<file path="config.mk">
export PLATFORM = sky130hd
export DESIGN_NAME = rotor_cipher_top
export DESIGN_NICKNAME = d
export VERILOG_FILES = /design/src/verilog/cipher_pkg.sv /design/src/verilog/key_scanner.sv /design/src/verilog/lamp_encoder.sv /design/src/verilog/rotor_cipher_top.sv /design/src/verilog/rotor_stage.sv
export SDC_FILE = /design/constraint.sdc
export NUM_CORES = 1
export LEC_CHECK = 0
export ABC_AREA = 1
export BUFFER_PORTS_ARGS = -buffer_cell sky130_fd_sc_hd__clkbuf_2
export CAP_MARGIN = 20
export CORE_MARGIN = 8
export CORE_UTILIZATION = 58
export CTS_CLUSTER_DIAMETER = 30
export DETAILED_ROUTE_END_ITERATION = 7
export PLACE_DENSITY = 0.75
export SETUP_SLACK_MARGIN = 0.4
export SYNTH_ARGS = -nofsm -noshare
export SYNTH_HDL_FRONTEND = slang
export SYNTH_SLANG_ARGS = --single-unit
</file>
<file path="constraint.sdc">
create_clock -name CLK100MHZ -period 3.9 [get_ports CLK100MHZ]
set_input_delay 0.39 -clock CLK100MHZ [delete_from_list [all_inputs] [get_ports CLK100MHZ]]
set_output_delay 0.39 -clock CLK100MHZ [all_outputs]
set_load 0.03 [all_outputs]
</file>
<file path="src/verilog/cipher_pkg.sv">
package cipher_pkg;

    // alphabet size and scan geometry
    localparam int NUM_LETTERS = 26;
    localparam int NUM_COLUMNS = 10;

    // board scan pace, 10 ms per column at 100 MHz
    localparam int SCAN_DIVISOR_DEFAULT = 1_000_000;

    // letter index, A is 0 and Z is 25
    typedef logic [4:0] letter_t;

    // right rotor position from the switches
    typedef logic [1:0] position_t;

    // entry i holds the letter that input letter i leaves as
    typedef letter_t [0:NUM_LETTERS-1] wiring_t;

    // one pipeline word
    typedef struct packed {
        logic      valid;
        logic      bypass;
        position_t position;
        letter_t   letter;
    } cipher_word_t;

    // BDFHJLCPRTXVZNYEIWGAKMUSQO
    localparam wiring_t ROTOR_III_WIRING = '{
        5'd1,  5'd3,  5'd5,  5'd7,  5'd9,  5'd11, 5'd2,  5'd15, 5'd17,
        5'd19, 5'd23, 5'd21, 5'd25, 5'd13, 5'd24, 5'd4,  5'd8,  5'd22,
        5'd6,  5'd0,  5'd10, 5'd12, 5'd20, 5'd18, 5'd16, 5'd14
    };

    // AJDKSIRUXBLHWTMCQGZNPYFVOE
    localparam wiring_t ROTOR_II_WIRING = '{
        5'd0,  5'd9,  5'd3,  5'd10, 5'd18, 5'd8,  5'd17, 5'd20, 5'd23,
        5'd1,  5'd11, 5'd7,  5'd22, 5'd19, 5'd12, 5'd2,  5'd16, 5'd6,
        5'd25, 5'd13, 5'd15, 5'd24, 5'd5,  5'd21, 5'd14, 5'd4
    };

    // EKMFLGDQVZNTOWYHXUSPAIBRCJ
    localparam wiring_t ROTOR_I_WIRING = '{
        5'd4,  5'd10, 5'd12, 5'd5,  5'd11, 5'd6,  5'd3,  5'd16, 5'd21,
        5'd25, 5'd13, 5'd19, 5'd14, 5'd22, 5'd24, 5'd7,  5'd23, 5'd20,
        5'd18, 5'd15, 5'd0,  5'd8,  5'd1,  5'd17, 5'd2,  5'd9
    };

    // FVPJIAOYEDRZXWGCTKUQSBNMHL, pairs only, no letter maps to itself
    localparam wiring_t REFLECTOR_C_WIRING = '{
        5'd5,  5'd21, 5'd15, 5'd9,  5'd8,  5'd0,  5'd14, 5'd24, 5'd4,
        5'd3,  5'd17, 5'd25, 5'd23, 5'd22, 5'd6,  5'd2,  5'd19, 5'd10,
        5'd20, 5'd16, 5'd18, 5'd1,  5'd13, 5'd12, 5'd7,  5'd11
    };

    // {column, row0, row1, row2, row3} per letter A to Z
    localparam logic [0:NUM_LETTERS-1][7:0] KEY_CODES = '{
        8'h14, 8'h52, 8'h32, 8'h34, 8'h28, 8'h44, 8'h54, 8'h64, 8'h78,
        8'h74, 8'h84, 8'h82, 8'h72, 8'h62, 8'h88, 8'h02, 8'h08, 8'h38,
        8'h24, 8'h48, 8'h68, 8'h42, 8'h18, 8'h22, 8'h12, 8'h58
    };

    // lamp board skips 13 to 15 between M and N
    localparam logic [0:NUM_LETTERS-1][4:0] LAMP_CODES = '{
        5'd0,  5'd1,  5'd2,  5'd3,  5'd4,  5'd5,  5'd6,  5'd7,  5'd8,
        5'd9,  5'd10, 5'd11, 5'd12, 5'd16, 5'd17, 5'd18, 5'd19, 5'd20,
        5'd21, 5'd22, 5'd23, 5'd24, 5'd25, 5'd26, 5'd27, 5'd28
    };

    // all lamps off
    localparam logic [4:0] LAMP_DARK = 5'd31;

    // add a small signed amount modulo 26, letter assumed in range
    function automatic letter_t rotate_letter(letter_t letter, int amount);
        int sum;
        sum = int'(letter) + amount;
        if (sum >= NUM_LETTERS) begin
            sum = sum - NUM_LETTERS;
        end else if (sum < 0) begin
            sum = sum + NUM_LETTERS;
        end
        return letter_t'(sum);
    endfunction

    // return path through a rotor
    function automatic wiring_t invert_wiring(wiring_t wiring);
        wiring_t inverse;
        inverse = '0;
        for (int i = 0; i < NUM_LETTERS; i++) begin
            inverse[wiring[i]] = letter_t'(i);
        end
        return inverse;
    endfunction

endpackage

</file>
<file path="src/verilog/key_scanner.sv">
`timescale 1ns/1ps

module key_scanner #(
    parameter int SCAN_DIVISOR = cipher_pkg::SCAN_DIVISOR_DEFAULT
) (
    input  logic                     CLK100MHZ,
    input  logic                     i_rst,
    input  logic [3:0]               i_rows,
    input  logic [2:0]               i_sw,
    output logic [3:0]               o_columns,
    output cipher_pkg::cipher_word_t o_word
);
    import cipher_pkg::*;

    // divider wide enough for SCAN_DIVISOR - 1
    logic [$clog2(SCAN_DIVISOR + 1)-1:0] div_count;
    logic                                col_step;

    // current column plus rows, row 0 on the high side
    logic [7:0] scan_code;
    logic       hit;
    letter_t    hit_letter;

    // mode from the switches
    logic       sw_bypass;
    position_t  sw_position;

    assign col_step  = (int'(div_count) == SCAN_DIVISOR - 1);
    assign scan_code = {o_columns, i_rows[0], i_rows[1], i_rows[2], i_rows[3]};

    // column pacing
    always_ff @(posedge CLK100MHZ) begin
        if (i_rst) begin
            div_count <= '0;
            o_columns <= '0;
        end else if (col_step) begin
            div_count <= '0;
            // wrap after the last column
            if (o_columns == 4'(NUM_COLUMNS - 1)) begin
                o_columns <= '0;
            end else begin
                o_columns <= o_columns + 4'd1;
            end
        end else begin
            div_count <= div_count + 1'b1;
        end
    end

    // key code table search, only with some row pulled high
    always_comb begin
        hit        = 1'b0;
        hit_letter = '0;
        if (|i_rows) begin
            for (int i = 0; i < NUM_LETTERS; i++) begin
                if (KEY_CODES[i] == scan_code) begin
                    hit        = 1'b1;
                    hit_letter = letter_t'(i);
                end
            end
        end
    end

    // switch 0 wins over 1, 1 over 2
    always_comb begin
        sw_bypass   = 1'b0;
        sw_position = '0;
        if (i_sw[0]) begin
            sw_position = 2'd0;
        end else if (i_sw[1]) begin
            sw_position = 2'd1;
        end else if (i_sw[2]) begin
            sw_position = 2'd2;
        end else begin
            // plain typing, no cipher
            sw_bypass = 1'b1;
        end
    end

    // one word per sampled cycle
    always_ff @(posedge CLK100MHZ) begin
        o_word.letter   <= hit_letter;
        o_word.position <= sw_position;
        o_word.bypass   <= sw_bypass;
        if (i_rst) begin
            o_word.valid <= 1'b0;
        end else begin
            o_word.valid <= hit;
        end
    end

    // column count stays on the board's ten columns
    a_column_range: assert property (
        @(posedge CLK100MHZ) disable iff (i_rst)
        o_columns <= 4'(NUM_COLUMNS - 1)
    );

endmodule

</file>
<file path="src/verilog/lamp_encoder.sv">
`timescale 1ns/1ps

module lamp_encoder (
    input  logic                     CLK100MHZ,
    input  logic                     i_rst,
    input  cipher_pkg::cipher_word_t i_word,
    output logic [4:0]               o_lamp_code,
    output logic                     o_lamp4_n
);
    import cipher_pkg::*;

    // code for the board, dark between keys
    logic [4:0] lamp_next;

    always_comb begin
        if (i_word.valid) begin
            lamp_next = LAMP_CODES[i_word.letter];
        end else begin
            lamp_next = LAMP_DARK;
        end
    end

    // lamp driver wants bit 4 on two pins, one inverted
    always_ff @(posedge CLK100MHZ) begin
        if (i_rst) begin
            o_lamp_code <= LAMP_DARK;
            o_lamp4_n   <= 1'b0;
        end else begin
            o_lamp_code <= lamp_next;
            o_lamp4_n   <= ~lamp_next[4];
        end
    end

endmodule

</file>
<file path="src/verilog/rotor_cipher_top.sv">
`timescale 1ns/1ps

module rotor_cipher_top #(
    parameter int SCAN_DIVISOR = cipher_pkg::SCAN_DIVISOR_DEFAULT
) (
    input  logic       CLK100MHZ,
    input  logic       i_rst,
    input  logic [3:0] i_rows,
    input  logic [2:0] i_sw,
    output logic [3:0] o_columns,
    output logic [4:0] o_lamp_code,
    output logic       o_lamp4_n
);
    import cipher_pkg::*;

    // word 0 from the scanner, words 1 to 7 after each stage
    cipher_word_t stage_words [0:7];

    key_scanner #(
        .SCAN_DIVISOR(SCAN_DIVISOR)
    ) key_scanner_i (
        .CLK100MHZ(CLK100MHZ),
        .i_rst    (i_rst),
        .i_rows   (i_rows),
        .i_sw     (i_sw),
        .o_columns(o_columns),
        .o_word   (stage_words[0])
    );

    // right rotor in, turned by the switch position
    rotor_stage #(
        .WIRING(ROTOR_III_WIRING), .REVERSE(1'b0), .OFFSET_BY_POSITION(1'b1)
    ) rotor_iii_fwd_i (
        .CLK100MHZ(CLK100MHZ), .i_rst(i_rst), .i_word(stage_words[0]), .o_word(stage_words[1])
    );

    rotor_stage #(
        .WIRING(ROTOR_II_WIRING), .REVERSE(1'b0), .OFFSET_BY_POSITION(1'b0)
    ) rotor_ii_fwd_i (
        .CLK100MHZ(CLK100MHZ), .i_rst(i_rst), .i_word(stage_words[1]), .o_word(stage_words[2])
    );

    rotor_stage #(
        .WIRING(ROTOR_I_WIRING), .REVERSE(1'b0), .OFFSET_BY_POSITION(1'b0)
    ) rotor_i_fwd_i (
        .CLK100MHZ(CLK100MHZ), .i_rst(i_rst), .i_word(stage_words[2]), .o_word(stage_words[3])
    );

    // reflector C turns the signal around
    rotor_stage #(
        .WIRING(REFLECTOR_C_WIRING), .REVERSE(1'b0), .OFFSET_BY_POSITION(1'b0)
    ) reflector_c_i (
        .CLK100MHZ(CLK100MHZ), .i_rst(i_rst), .i_word(stage_words[3]), .o_word(stage_words[4])
    );

    // way back out, inverse wiring
    rotor_stage #(
        .WIRING(ROTOR_I_WIRING), .REVERSE(1'b1), .OFFSET_BY_POSITION(1'b0)
    ) rotor_i_rev_i (
        .CLK100MHZ(CLK100MHZ), .i_rst(i_rst), .i_word(stage_words[4]), .o_word(stage_words[5])
    );

    rotor_stage #(
        .WIRING(ROTOR_II_WIRING), .REVERSE(1'b1), .OFFSET_BY_POSITION(1'b0)
    ) rotor_ii_rev_i (
        .CLK100MHZ(CLK100MHZ), .i_rst(i_rst), .i_word(stage_words[5]), .o_word(stage_words[6])
    );

    rotor_stage #(
        .WIRING(ROTOR_III_WIRING), .REVERSE(1'b1), .OFFSET_BY_POSITION(1'b1)
    ) rotor_iii_rev_i (
        .CLK100MHZ(CLK100MHZ), .i_rst(i_rst), .i_word(stage_words[6]), .o_word(stage_words[7])
    );

    lamp_encoder lamp_encoder_i (
        .CLK100MHZ  (CLK100MHZ),
        .i_rst      (i_rst),
        .i_word     (stage_words[7]),
        .o_lamp_code(o_lamp_code),
        .o_lamp4_n  (o_lamp4_n)
    );

endmodule

</file>
<file path="src/verilog/rotor_stage.sv">
`timescale 1ns/1ps

module rotor_stage #(
    parameter cipher_pkg::wiring_t WIRING             = cipher_pkg::ROTOR_I_WIRING,
    parameter bit                  REVERSE            = 1'b0,
    parameter bit                  OFFSET_BY_POSITION = 1'b0
) (
    input  logic                     CLK100MHZ,
    input  logic                     i_rst,
    input  cipher_pkg::cipher_word_t i_word,
    output cipher_pkg::cipher_word_t o_word
);
    import cipher_pkg::*;

    // table for this direction
    wiring_t   stage_table;
    position_t offset;

    // letter before the table, after it, and back in the fixed frame
    letter_t   entry_letter;
    letter_t   mapped_letter;
    letter_t   exit_letter;

    // reverse stages walk the wiring backwards
    assign stage_table = REVERSE ? invert_wiring(WIRING) : WIRING;

    // only the right rotor sits turned by the switch position
    assign offset = OFFSET_BY_POSITION ? i_word.position : 2'd0;

    always_comb begin
        // shift into the rotor frame
        entry_letter  = rotate_letter(i_word.letter, int'(offset));
        mapped_letter = stage_table[entry_letter];
        // and back out
        exit_letter   = rotate_letter(mapped_letter, -int'(offset));
    end

    always_ff @(posedge CLK100MHZ) begin
        o_word.bypass   <= i_word.bypass;
        o_word.position <= i_word.position;
        // bypass words keep their letter through every stage
        if (i_word.bypass) begin
            o_word.letter <= i_word.letter;
        end else begin
            o_word.letter <= exit_letter;
        end
        if (i_rst) begin
            o_word.valid <= 1'b0;
        end else begin
            o_word.valid <= i_word.valid;
        end
    end

    // the stage before must hand over a real letter
    a_letter_in_range: assert property (
        @(posedge CLK100MHZ) disable iff (i_rst)
        i_word.valid |-> (i_word.letter < letter_t'(NUM_LETTERS))
    );

endmodule
</file>
==> qor.txt, run 1 <==
Status -> finished clean
VDD IR-drop max -> 500 uV
Clk slew on worst S/H paths -> 70 ps
Share of layout cells above drive strength 1 -> 0.166
Clock Path Buffers -> 2
Number of buffers created by CTS -> 9
Slowest cell on crit path -> fa_2
Post-synthesis cell area -> 7600 sq um
Setup Skew -> 6.10 ps
Setup TNS -> 0 ps
Slew Viols, Final -> 0
Crit Path Max Fanout -> 4
IO Pins -> 19
Synth warnings -> 0
Vias in the first global route -> 6793
Leakage -> 4.20 nW
Path category of the worst min-delay check -> in2reg
Vias per cell -> 5.35
DR WL/cell -> 12.1 microns
First-pass GRT wire length -> 28900 microns
Total power -> 8.45 mW
Synth Flop Type -> dfxtp_1
Post-synth EDFFs -> 0
Via count -> 7401
Pre-antenna DRT Iters -> 7
CP top delay family -> adder cells
Max_cap viols -> 0
Core Region -> 13000 sq um
Number of antenna violations at the first check in global routing -> 0
Register-to-Register Path Depth -> 32
Area leader, netlist -> dfxtp_1
Post-synthesis sequential element count -> 99
Cell variety after synth -> 54
IO Port Bufs -> 18
Worst slew pin tran -> 760 ps
ANT cells -> 0
Cell mode on critical path -> inv_2
Die W -> 131 microns
Final HPWL DP -> 12300 microns
CP startpoint -> rotor_ii_rev_i.o_word[5]$_DFF_P_
Initial cell density of the core -> 0.584
Worst path depth -> 32
Post-detailed-route count of antenna-violating nets -> 0
Post-synthesis sequential area ratio -> 0.261
Area share of the largest cell type after synthesis -> 0.261
Final min period -> 3750 ps
Sw Share -> 0.504
WS Path Type -> reg2reg
Setup crit end kind -> flip-flop
Nets -> 1282
Syn avg cell area -> 6.61 sq um
F_max -> 0.267 GHz
Pwr dens -> 956 nW/um^2
Maximum number of pins on one net before global-route repair -> 17
Global Route Usage Sum -> 0.202
Reg-to-Reg Start -> rotor_ii_rev_i.o_word[5]$_DFF_P_
P_int -> 4.19 mW
Synth top area cells -> dfxtp_1 26%, nand2_1 13%, ha_1 11%
Fillers -> 1121
1st-iter DRT viols -> 499
Root buffer cell -> clkbuf_16
Commonest cells after routing, fill and taps aside -> 259 x nand2_1, 166 x inv_1, 94 x nor2_1, 94 x dfxtp_1, 82 x nand3_1
Drt drc -> 0
Placement Rows -> 42
Hold_sp -> i_sw[2]
Worst skew pair latency -> 340 ps
Gate power share -> 0.697
Die ar. -> 17000 sq um
CTS tree -> yes
Seq pwr share -> 0.177
Mapped Cells -> 1150
Final hold vios -> 0
H-tree Lvls -> 3
CP bufs+invs -> 8
Slew headroom -> 0.489
RSZ-0062 raised after global routing -> yes
Final Cycle Share -> 0.960
CP required -> 4190 ps
Final WL -> 16700 microns
Register area -> 1990 sq um
Syn nets -> 1229
Multi-input logic area -> 5210 sq um
Clock sinks -> 99
Net Sw Power -> 4.26 mW
GR Overflow Total -> 0
Hold path depth -> 2
Setup violations, final -> 0
Commonest non-fill, non-tap cell in the layout -> nand2_1
GP Congestion -> 0.914
Worst Path Arrival -> 4040 ps
Post-synth ARST share -> 0
Die span in y -> 131 microns
Area Growth Syn to Fin -> 16.3%
Peak per-stage delay on the critical path -> 380 ps
Clock power frac -> 0.127
Crit start category -> flip-flop
[flip-flops by register name, indices dropped and copies added (netlist names), 5 cells and up]
name                        flops
key_scanner_i.div_count        20
key_scanner_i.o_word            9
lamp_encoder_i.o_lamp_code      5
reflector_c_i.o_word            9
rotor_i_fwd_i.o_word            9
rotor_i_rev_i.o_word            9
rotor_ii_fwd_i.o_word           9
rotor_ii_rev_i.o_word           9
rotor_iii_fwd_i.o_word          9
rotor_iii_rev_i.o_word          6
[kinds of logic (layout without fill, tap and decap cells)]
logic type	count (synthesis)	after routing	synth area share
AOI/OAI and AO/OA	205	205	0.163
adders and majority gates	70	70	0.117
buffers and inverters	201	259	0.100
and+or+nand+nor	560	560	0.339
xor gates and xnor gates	15	15	0.0202
DFF	99	99	0.261
[metrics by stage]
stage                     hold WS, ps   util  area (sq um)  setup slack (ps)  instances
after CTS                         195  0.666          8680               180       1377
after global placement            313  0.621          8090               135       1343
final                             209  0.679          8840               154       1384
after floorplan                   310      -          7770               215       1150
after global routing              222  0.679          8840              -112       1384
after detailed placement          312  0.621          8090             -17.1       1343
[final cells by class]
| type | instances | share of cell area |
|---|---|---|
| multi-input cells | 850 | 0.589 |
| clock inverters | 6 | 0.0154 |
| well taps | 176 | 0.0249 |
| inverters | 194 | 0.0829 |
| flip-flops and latches | 99 | 0.225 |
| clock buffers | 10 | 0.0259 |
| repair buffers | 49 | 0.0369 |
[routing by layer]
layer | global-route usage | vias up | routed length, microns
met5 | 0 | - | 0
li1 | - | 3882 | -
met2 | 0.365 | 130 | 8480
met4 | 0.0716 | 0 | 328
met3 | 0.0276 | 28 | 423
met1 | 0.238 | 3361 | 7510
[power groups by stage]
stage	clock, mW	combinational (mW)	sequential [mW]
3_5_place_dp	0	5.36	1.50
5_1_grt	1.14	6.67	1.53
2_1_floorplan	0	4.41	1.43
3_3_place_gp	0	5.24	1.50
6_report	1.07	5.89	1.49
4_1_cts	1.09	5.67	1.48
[synth_stat cells (9+ instances only)]
| library cell | count |
|---|---|
| o211ai_1 | 23 |
| xor2_1 | 9 |
| nand2_2 | 16 |
| inv_1 | 181 |
| nand3_1 | 90 |
| nand4_1 | 18 |
| nor2_1 | 98 |
| nand2_1 | 270 |
| o21ai_1 | 21 |
| nor3_1 | 17 |
| ha_1 | 68 |
| o21ai_0 | 72 |
| dfxtp_1 | 99 |
| o21ai_2 | 11 |
| a21oi_1 | 43 |
| nor4_1 | 10 |
| inv_2 | 10 |
[worst reg2reg max path, delay by kind of cell (launching register included)]
kind | cells | cell delay, ps
simple gates | 14 | 1030
flops | 1 | 340
xor+xnor | 1 | 160
fa+ha+maj | 5 | 1160
compound gates | 4 | 480
buf+inv | 8 | 550
[what timing repair did]
action                     4_1_cts  5_1_grt
hold buffers                     0        0
setup endpoints to repair        8       13
gates resized for setup         18       28
pin swaps                       36       28
buffers inserted                18        7
[path summary, 6_finish.rpt]
path | slack, ps | endpoint
worst max-delay path | 150 | rotor_iii_rev_i.o_word[3]$_DFF_P_
worst min-delay path | 210 | key_scanner_i.o_word[7]$_SDFF_PP0_
worst max register to register | 150 | rotor_iii_rev_i.o_word[3]$_DFF_P_
worst min register to register | 330 | reflector_c_i.o_word[6]$_DFF_P_
Power figures use the tool's default switching activity.
==> run 2: changes to the inputs <==
==> constraint.sdc (replaced) <==
create_clock -name CLK100MHZ -period 3.9 [get_ports CLK100MHZ]
set_input_delay 0 -clock CLK100MHZ [delete_from_list [all_inputs] [get_ports CLK100MHZ]]
set_output_delay 0 -clock CLK100MHZ [all_outputs]
set_load 0.03 [all_outputs]
==> run 2 against run 1 <==
  * Cell area increased by 0.61%
  * Via count grew 0.47%
  * Clock power is essentially flat
  * Largest power group unchanged
  * Clock skew is essentially flat
==> qor.txt, run 2 (same netlist as run 1, synthesis figures left out) <==
Status -> finished clean
Max_cap viols -> 0 (unchanged)
Root buffer cell -> clkbuf_16
Area Growth Syn to Fin -> 17.0%
Pre-antenna DRT Iters -> 7 (unchanged)
WS Path Type -> reg2reg
Post-detailed-route count of antenna-violating nets -> 0 (unchanged)
Global Route Usage Sum -> 0.202 (+0.000429)
Reg-to-Reg Start -> rotor_ii_rev_i.o_word[5]$_DFF_P_
Crit start category -> flip-flop
Nets -> 1288 (+0.47%)
Placement Rows -> 42 (unchanged)
Share of layout cells above drive strength 1 -> 0.163 (-0.00247)
RSZ-0062 raised after global routing -> yes
Worst Path Arrival -> 4040 ps (about the same)
Clock Path Buffers -> 2 (unchanged)
Peak per-stage delay on the critical path -> 390 ps (about the same)
Die W -> 131 microns (unchanged)
Slew headroom -> 0.490 (+0.00105)
Final hold vios -> 0 (unchanged)
Final Util -> 0.683 (+0.00413)
Placed instance count -> 1343 (unchanged)
Maximum number of pins on one net before global-route repair -> 17 (unchanged)
IO Port Bufs -> 18 (unchanged)
Commonest non-fill, non-tap cell in the layout -> nand2_1
Die ar. -> 17000 sq um (unchanged)
First-pass GRT wire length -> 29000 microns (+0.21%)
ANT cells -> 0 (unchanged)
Drt drc -> 0 (unchanged)
Register-to-Register Path Depth -> 32 (unchanged)
Slew Viols, Final -> 0 (unchanged)
Setup crit end kind -> flip-flop
Worst Hold End -> key_scanner_i.o_word[0]$_SDFF_PP0_
Final WL -> 16600 microns (-0.60%)
Via count -> 7436 (+0.47%)
GP Congestion -> 0.914 (unchanged)
Worst skew pair latency -> 340 ps (about the same)
Non-Filler Instances -> 1390 (+0.43%)
Die span in y -> 131 microns (unchanged)
Hold path depth -> 4 (+2)
CP required -> 4190 ps (about the same)
Reg2reg end -> rotor_iii_rev_i.o_word[3]$_DFF_P_
Setup violations, final -> 0 (unchanged)
Vias in the first global route -> 6810 (+0.25%)
Clk slew on worst S/H paths -> 70 ps (about the same)
Setup Skew -> 6.14 ps (+0.0366 ps)
Max reg flops -> 20 (unchanged)
1st-iter DRT viols -> 498 (-0.20%)
DR WL/cell -> 12.0 microns (-1.0%)
Number of buffers created by CTS -> 9 (unchanged)
Hold_sp -> i_rows[1]
Worst slew pin tran -> 758 ps (-1.56 ps)
Fillers -> 1109 (-1.1%)
R2r setup slk -> 160 ps (about the same)
Register bank with the most flops -> key_scanner_i.div_count
Initial cell density of the core -> 0.584 (unchanged)
H-tree Lvls -> 3 (unchanged)
GR Overflow Total -> 0 (unchanged)
Path category of the worst min-delay check -> in2reg
F_max -> 0.267 GHz (about the same)
Leakage -> 4.23 nW (+0.67%)
Core Region -> 13000 sq um (unchanged)
CTS tree -> yes
Crit Path Max Fanout -> 4 (unchanged)
Cell mode on critical path -> inv_2
Number of antenna violations at the first check in global routing -> 0 (unchanged)
Pwr dens -> 950 nW/um^2 (-0.66%)
Slowest cell on crit path -> fa_2
Final Cycle Share -> 0.960 (about the same)
Final min period -> 3740 ps (-0.802 ps)
VDD IR-drop max -> 500 uV (about the same)
Vias per cell -> 5.35 (about the same)
Clock sinks -> 99 (unchanged)
IO Pins -> 19 (unchanged)
Commonest cells after routing, fill and taps aside -> 259 x nand2_1, 167 x inv_1, 95 x nor2_1, 94 x dfxtp_1, 82 x nand3_1
Final HPWL DP -> 12300 microns (unchanged)
## run 2: report_power, final
part / switching (mW) / total, mW / leakage (nW) / internal (mW)
Clock: 0.378 / 1.07 / 0.173 / 0.694
Sequential: 0.245 / 1.49 / 0.817 / 1.25
Combinational: 3.63 / 5.88 / 3.24 / 2.25
Total: 4.26 / 8.45 / 4.23 / 4.19
## run 2: final cells by class
type | count | area, sq um | share of cell area
inverters | 194 | 733 | 0.0824
multi-input cells | 850 | 5200 | 0.585
clock buffers | 10 | 229 | 0.0257
clock inverters | 6 | 136 | 0.0153
repair buffers | 55 | 383 | 0.0430
well taps | 176 | 220 | 0.0248
flip-flops and latches | 99 | 1990 | 0.224
## run 2: worst max path at each step
stage,start,endpoint,slack [ps],cells after the start
CTS,rotor_ii_rev_i.o_word[0]$_DFF_P_,rotor_iii_rev_i.o_word[2]$_DFF_P_,180,29
global placement,rotor_ii_rev_i.o_word[5]$_DFF_P_,rotor_iii_rev_i.o_word[2]$_DFF_P_,130,31
floorplan,rotor_ii_rev_i.o_word[5]$_DFF_P_,rotor_iii_rev_i.o_word[1]$_DFF_P_,210,28
global route,rotor_ii_rev_i.o_word[5]$_DFF_P_,rotor_iii_rev_i.o_word[3]$_DFF_P_,-110,32
finish,rotor_ii_rev_i.o_word[5]$_DFF_P_,rotor_iii_rev_i.o_word[3]$_DFF_P_,160,32
detailed placement,rotor_ii_rev_i.o_word[5]$_DFF_P_,rotor_iii_rev_i.o_word[2]$_DFF_P_,-20,29
## run 2: per-layer routing
metal	track usage	wire, microns	part of all wire	up-vias
met2	0.366	8360	0.50	143
met4	0.0716	304	0.018	0
met3	0.0276	470	0.028	30
met5	0	0	0	-
li1	-	-	-	3894
met1	0.238	7500	0.45	3369
## run 2: through the flow
step / cell area, sq um / total power, mW / TNS [ps] / hold WS (ps) / setup WS (ps)
3_5_place_dp: 8090 / 6.86 / -17.1 / 177 / -17.1
6_report: 8900 / 8.45 / 0 / 187 / 155
3_3_place_gp: 8090 / 6.74 / 0 / 175 / 135
2_1_floorplan: 7770 / 5.84 / 0 / 63.8 / 215
5_1_grt: 8900 / 9.33 / -340 / 246 / -112
4_1_cts: 8740 / 8.25 / 0 / 166 / 180
## run 2: repair_timing
| action | CTS | global route |
|---|---|---|
| setup endpoints to repair | 8 | 13 |
| hold buffers | 6 | 0 |
| pin swaps | 36 | 30 |
| endpoints found under the hold margin | 13 | 0 |
| buffers inserted | 18 | 7 |
| gates resized for setup | 18 | 25 |
## run 2: critical path: cells and delay by family (launching register included)
kind,cells,cell delay (ps)
AND/OR/NAND/NOR,14,1010
XOR/XNOR,1,160
adder cells (fa/ha/maj),5,1160
flip-flops,1,340
AO/OA/AOI/OAI,4,480
buffers and inverters,8,540
==> run 3: changes to the inputs <==
--- a/config.mk
+++ b/config.mk
@@ -8,7 +8,6 @@
 export ABC_AREA = 1
 export BUFFER_PORTS_ARGS = -buffer_cell sky130_fd_sc_hd__clkbuf_2
 export CAP_MARGIN = 20
-export CORE_MARGIN = 8
 export CORE_UTILIZATION = 58
 export CTS_CLUSTER_DIAMETER = 30
 export DETAILED_ROUTE_END_ITERATION = 7
==> run 3 against run 2 <==
  * Fmax down 0.20%
  * Wire length up 2.0%
  * Die area shrank 20%
  * Critical endpoint is now rotor_iii_rev_i.o_word[1]$_DFF_P_
  * Combinational power grew 3.4%
  * Cell area is 0.90% higher
  * Largest cell class unchanged
  * Clock-buffer cell count decreased by 1
  * Register-to-register slack about the same
  * Non-clock buffer count increased by 6
==> qor.txt, run 3 (same netlist as run 1, synthesis figures left out) <==
Status -> finished clean
Pwr dens -> 950 nW/um^2 (about the same)
Crit Path Max Fanout -> 4 (unchanged)
WS Path Type -> reg2reg
CP required -> 4140 ps (-50 ps)
First-pass GRT wire length -> 27700 microns (-4.5%)
Hold_sp -> i_rows[1]
Register bank with the most flops -> key_scanner_i.div_count
Clock sinks -> 99 (unchanged)
Clock Path Buffers -> 2 (unchanged)
Worst Path Arrival -> 3990 ps (-50 ps)
Nets -> 1294 (+0.47%)
Leakage -> 4.25 nW (+0.65%)
Number of antenna violations at the first check in global routing -> 0 (unchanged)
Final Util -> 0.706 (+0.0229)
Gate power share -> 0.713 (+0.016)
Initial cell density of the core -> 0.598 (+0.0142)
Vias in the first global route -> 6672 (-2.0%)
Final min period -> 3750 ps (+7.42 ps)
Total power -> 8.53 mW (+0.95%)
H-tree Lvls -> 3 (unchanged)
1st-iter DRT viols -> 448 (-10%)
Final WL -> 17000 microns (+2.0%)
Via count -> 7483 (+0.63%)
Worst slew pin tran -> 856 ps (+97.1 ps)
Pre-CTS setup slack -> 26.4 ps (+43.5 ps)
Share of layout cells above drive strength 1 -> 0.175 (+0.0115)
Number of buffers created by CTS -> 9 (unchanged)
P_int -> 4.14 mW (-1.3%)
Placed instance count -> 1339 (-0.30%)
Seq pwr share -> 0.175 (-0.002)
Sw Share -> 0.515 (+0.0112)
Maximum number of pins on one net before global-route repair -> 18 (+1)
Worst skew pair latency -> 350 ps (about the same)
IO Port Bufs -> 18 (unchanged)
RSZ-0062 raised after global routing -> yes
Clock power frac -> 0.112 (-0.015)
Final Cycle Share -> 0.962 (+0.00190)
Setup Skew -> 4.89 ps (-1.25 ps)
VDD IR-drop max -> 473 uV (-5.5%)
Peak per-stage delay on the critical path -> 380 ps (about the same)
Max reg flops -> 20 (unchanged)
Path category of the worst min-delay check -> in2reg
Die ar. -> 13600 sq um (-20%)
Die W -> 117 microns (-11%)
Clk slew on worst S/H paths -> 70 ps (about the same)
Net Sw Power -> 4.39 mW (+3.2%)
Placement Rows -> 41 (-2.4%)
Final hold vios -> 0 (unchanged)
Slew Viols, Final -> 0 (unchanged)
GR Overflow Total -> 0 (unchanged)
Slowest cell on crit path -> fa_2
GP Congestion -> 0.919 (+0.52%)
Core Region -> 12700 sq um (-2.4%)
PnR worst setup slack -> 148 ps (-7.42 ps)
Final HPWL DP -> 12000 microns (-2.7%)
CP startpoint -> rotor_ii_rev_i.o_word[5]$_DFF_P_
ANT cells -> 0 (unchanged)
Drt drc -> 0 (unchanged)
Setup violations, final -> 0 (unchanged)
Crit start category -> flip-flop
Max_cap viols -> 0 (unchanged)
F_max -> 0.266 GHz (-0.20%)
R2r setup slk -> 150 ps (about the same)
Pre-antenna DRT Iters -> 6 (-1)
Non-Filler Instances -> 1392 (+0.14%)
Commonest non-fill, non-tap cell in the layout -> nand2_1
Setup crit end kind -> flip-flop
Commonest cells after routing, fill and taps aside -> 256 x nand2_1, 167 x inv_1, 95 x dfxtp_1, 94 x nor2_1, 81 x nand3_1
Global Route Usage Sum -> 0.249 (+0.0468)
Reg-to-Reg Start -> rotor_ii_rev_i.o_word[5]$_DFF_P_
Vias per cell -> 5.38 (+0.49%)
CTS tree -> yes
Post-detailed-route count of antenna-violating nets -> 0 (unchanged)
DR WL/cell -> 12.2 microns (+1.8%)
Area Growth Syn to Fin -> 18.0%
Slew headroom -> 0.425 (-0.0653)
IO Pins -> 19 (unchanged)
Root buffer cell -> clkbuf_16
Die span in y -> 117 microns (-11%)
[run 3: changes by cell type in the layout (fill, tap and decap cells not counted), moves of 3 or more]
cell and change:
buf_6 +4, inv_2 -3, inv_4 +3, nand2_1 -3, o21ai_2 +3
[run 3: final timing paths]
path,end,cells after the start
max,rotor_iii_rev_i.o_word[1]$_DFF_P_,31
min reg2reg,rotor_i_rev_i.o_word[6]$_DFF_P_,0
min,key_scanner_i.o_word[1]$_SDFF_PP0_,4
max reg2reg,rotor_iii_rev_i.o_word[1]$_DFF_P_,31
[run 3: layout make-up]
| type | instances | area, sq um |
|---|---|---|
| multi-input cells | 850 | 5270 |
| well taps | 172 | 215 |
| repair buffers | 61 | 443 |
| clock inverters | 7 | 97.6 |
| clock buffers | 9 | 225 |
| inverters | 194 | 741 |
| flip-flops and latches | 99 | 1990 |
| fillers | 1076 | 3740 |
[run 3: per-layer routing]
layer | up-vias | part of all wire | global-route usage
met5 | - | 0 | 0
met4 | 0 | 0.016 | 0.0718
met3 | 26 | 0.031 | 0.0467
met2 | 137 | 0.48 | 0.443
met1 | 3407 | 0.47 | 0.304
li1 | 3913 | - | -
[run 3: what timing repair did]
action | 4_1_cts | 5_1_grt
hold buffers | 6 | 0
endpoints found under the setup margin | 8 | 11
pin swaps | 25 | 35
gates cloned | 0 | 0
endpoints found under the hold margin | 13 | 0
resized for setup | 17 | 47
buffers inserted | 23 | 8
[run 3: stage by stage]
step           TNS (ps)  hold WS, ps  area (sq um)
3_3_place_gp          0          180          8090
6_report              0          217          8980
3_5_place_dp          0          199          8090
4_1_cts               0          195          8740
2_1_floorplan         0         63.8          7770
5_1_grt            -231          293          8980
[run 3: critical path: cells and delay by family, from the launching register on]
| kind | cells | cell delay, ps |
|---|---|---|
| compound gates | 5 | 520 |
| xor+xnor | 1 | 190 |
| fa+ha+maj | 5 | 1120 |
| buf+inv | 7 | 470 |
| flops | 1 | 340 |
| simple gates | 13 | 970 |
[run 3: power by group through the flow]
stage          Sequential [mW]  Combinational (mW)  Clock (mW)
4_1_cts                   1.48                5.64       0.971
6_report                  1.49                6.08       0.955
3_5_place_dp              1.50                5.31           0
5_1_grt                   1.52                6.91        1.02
3_3_place_gp              1.50                5.22           0
2_1_floorplan             1.43                4.41           0
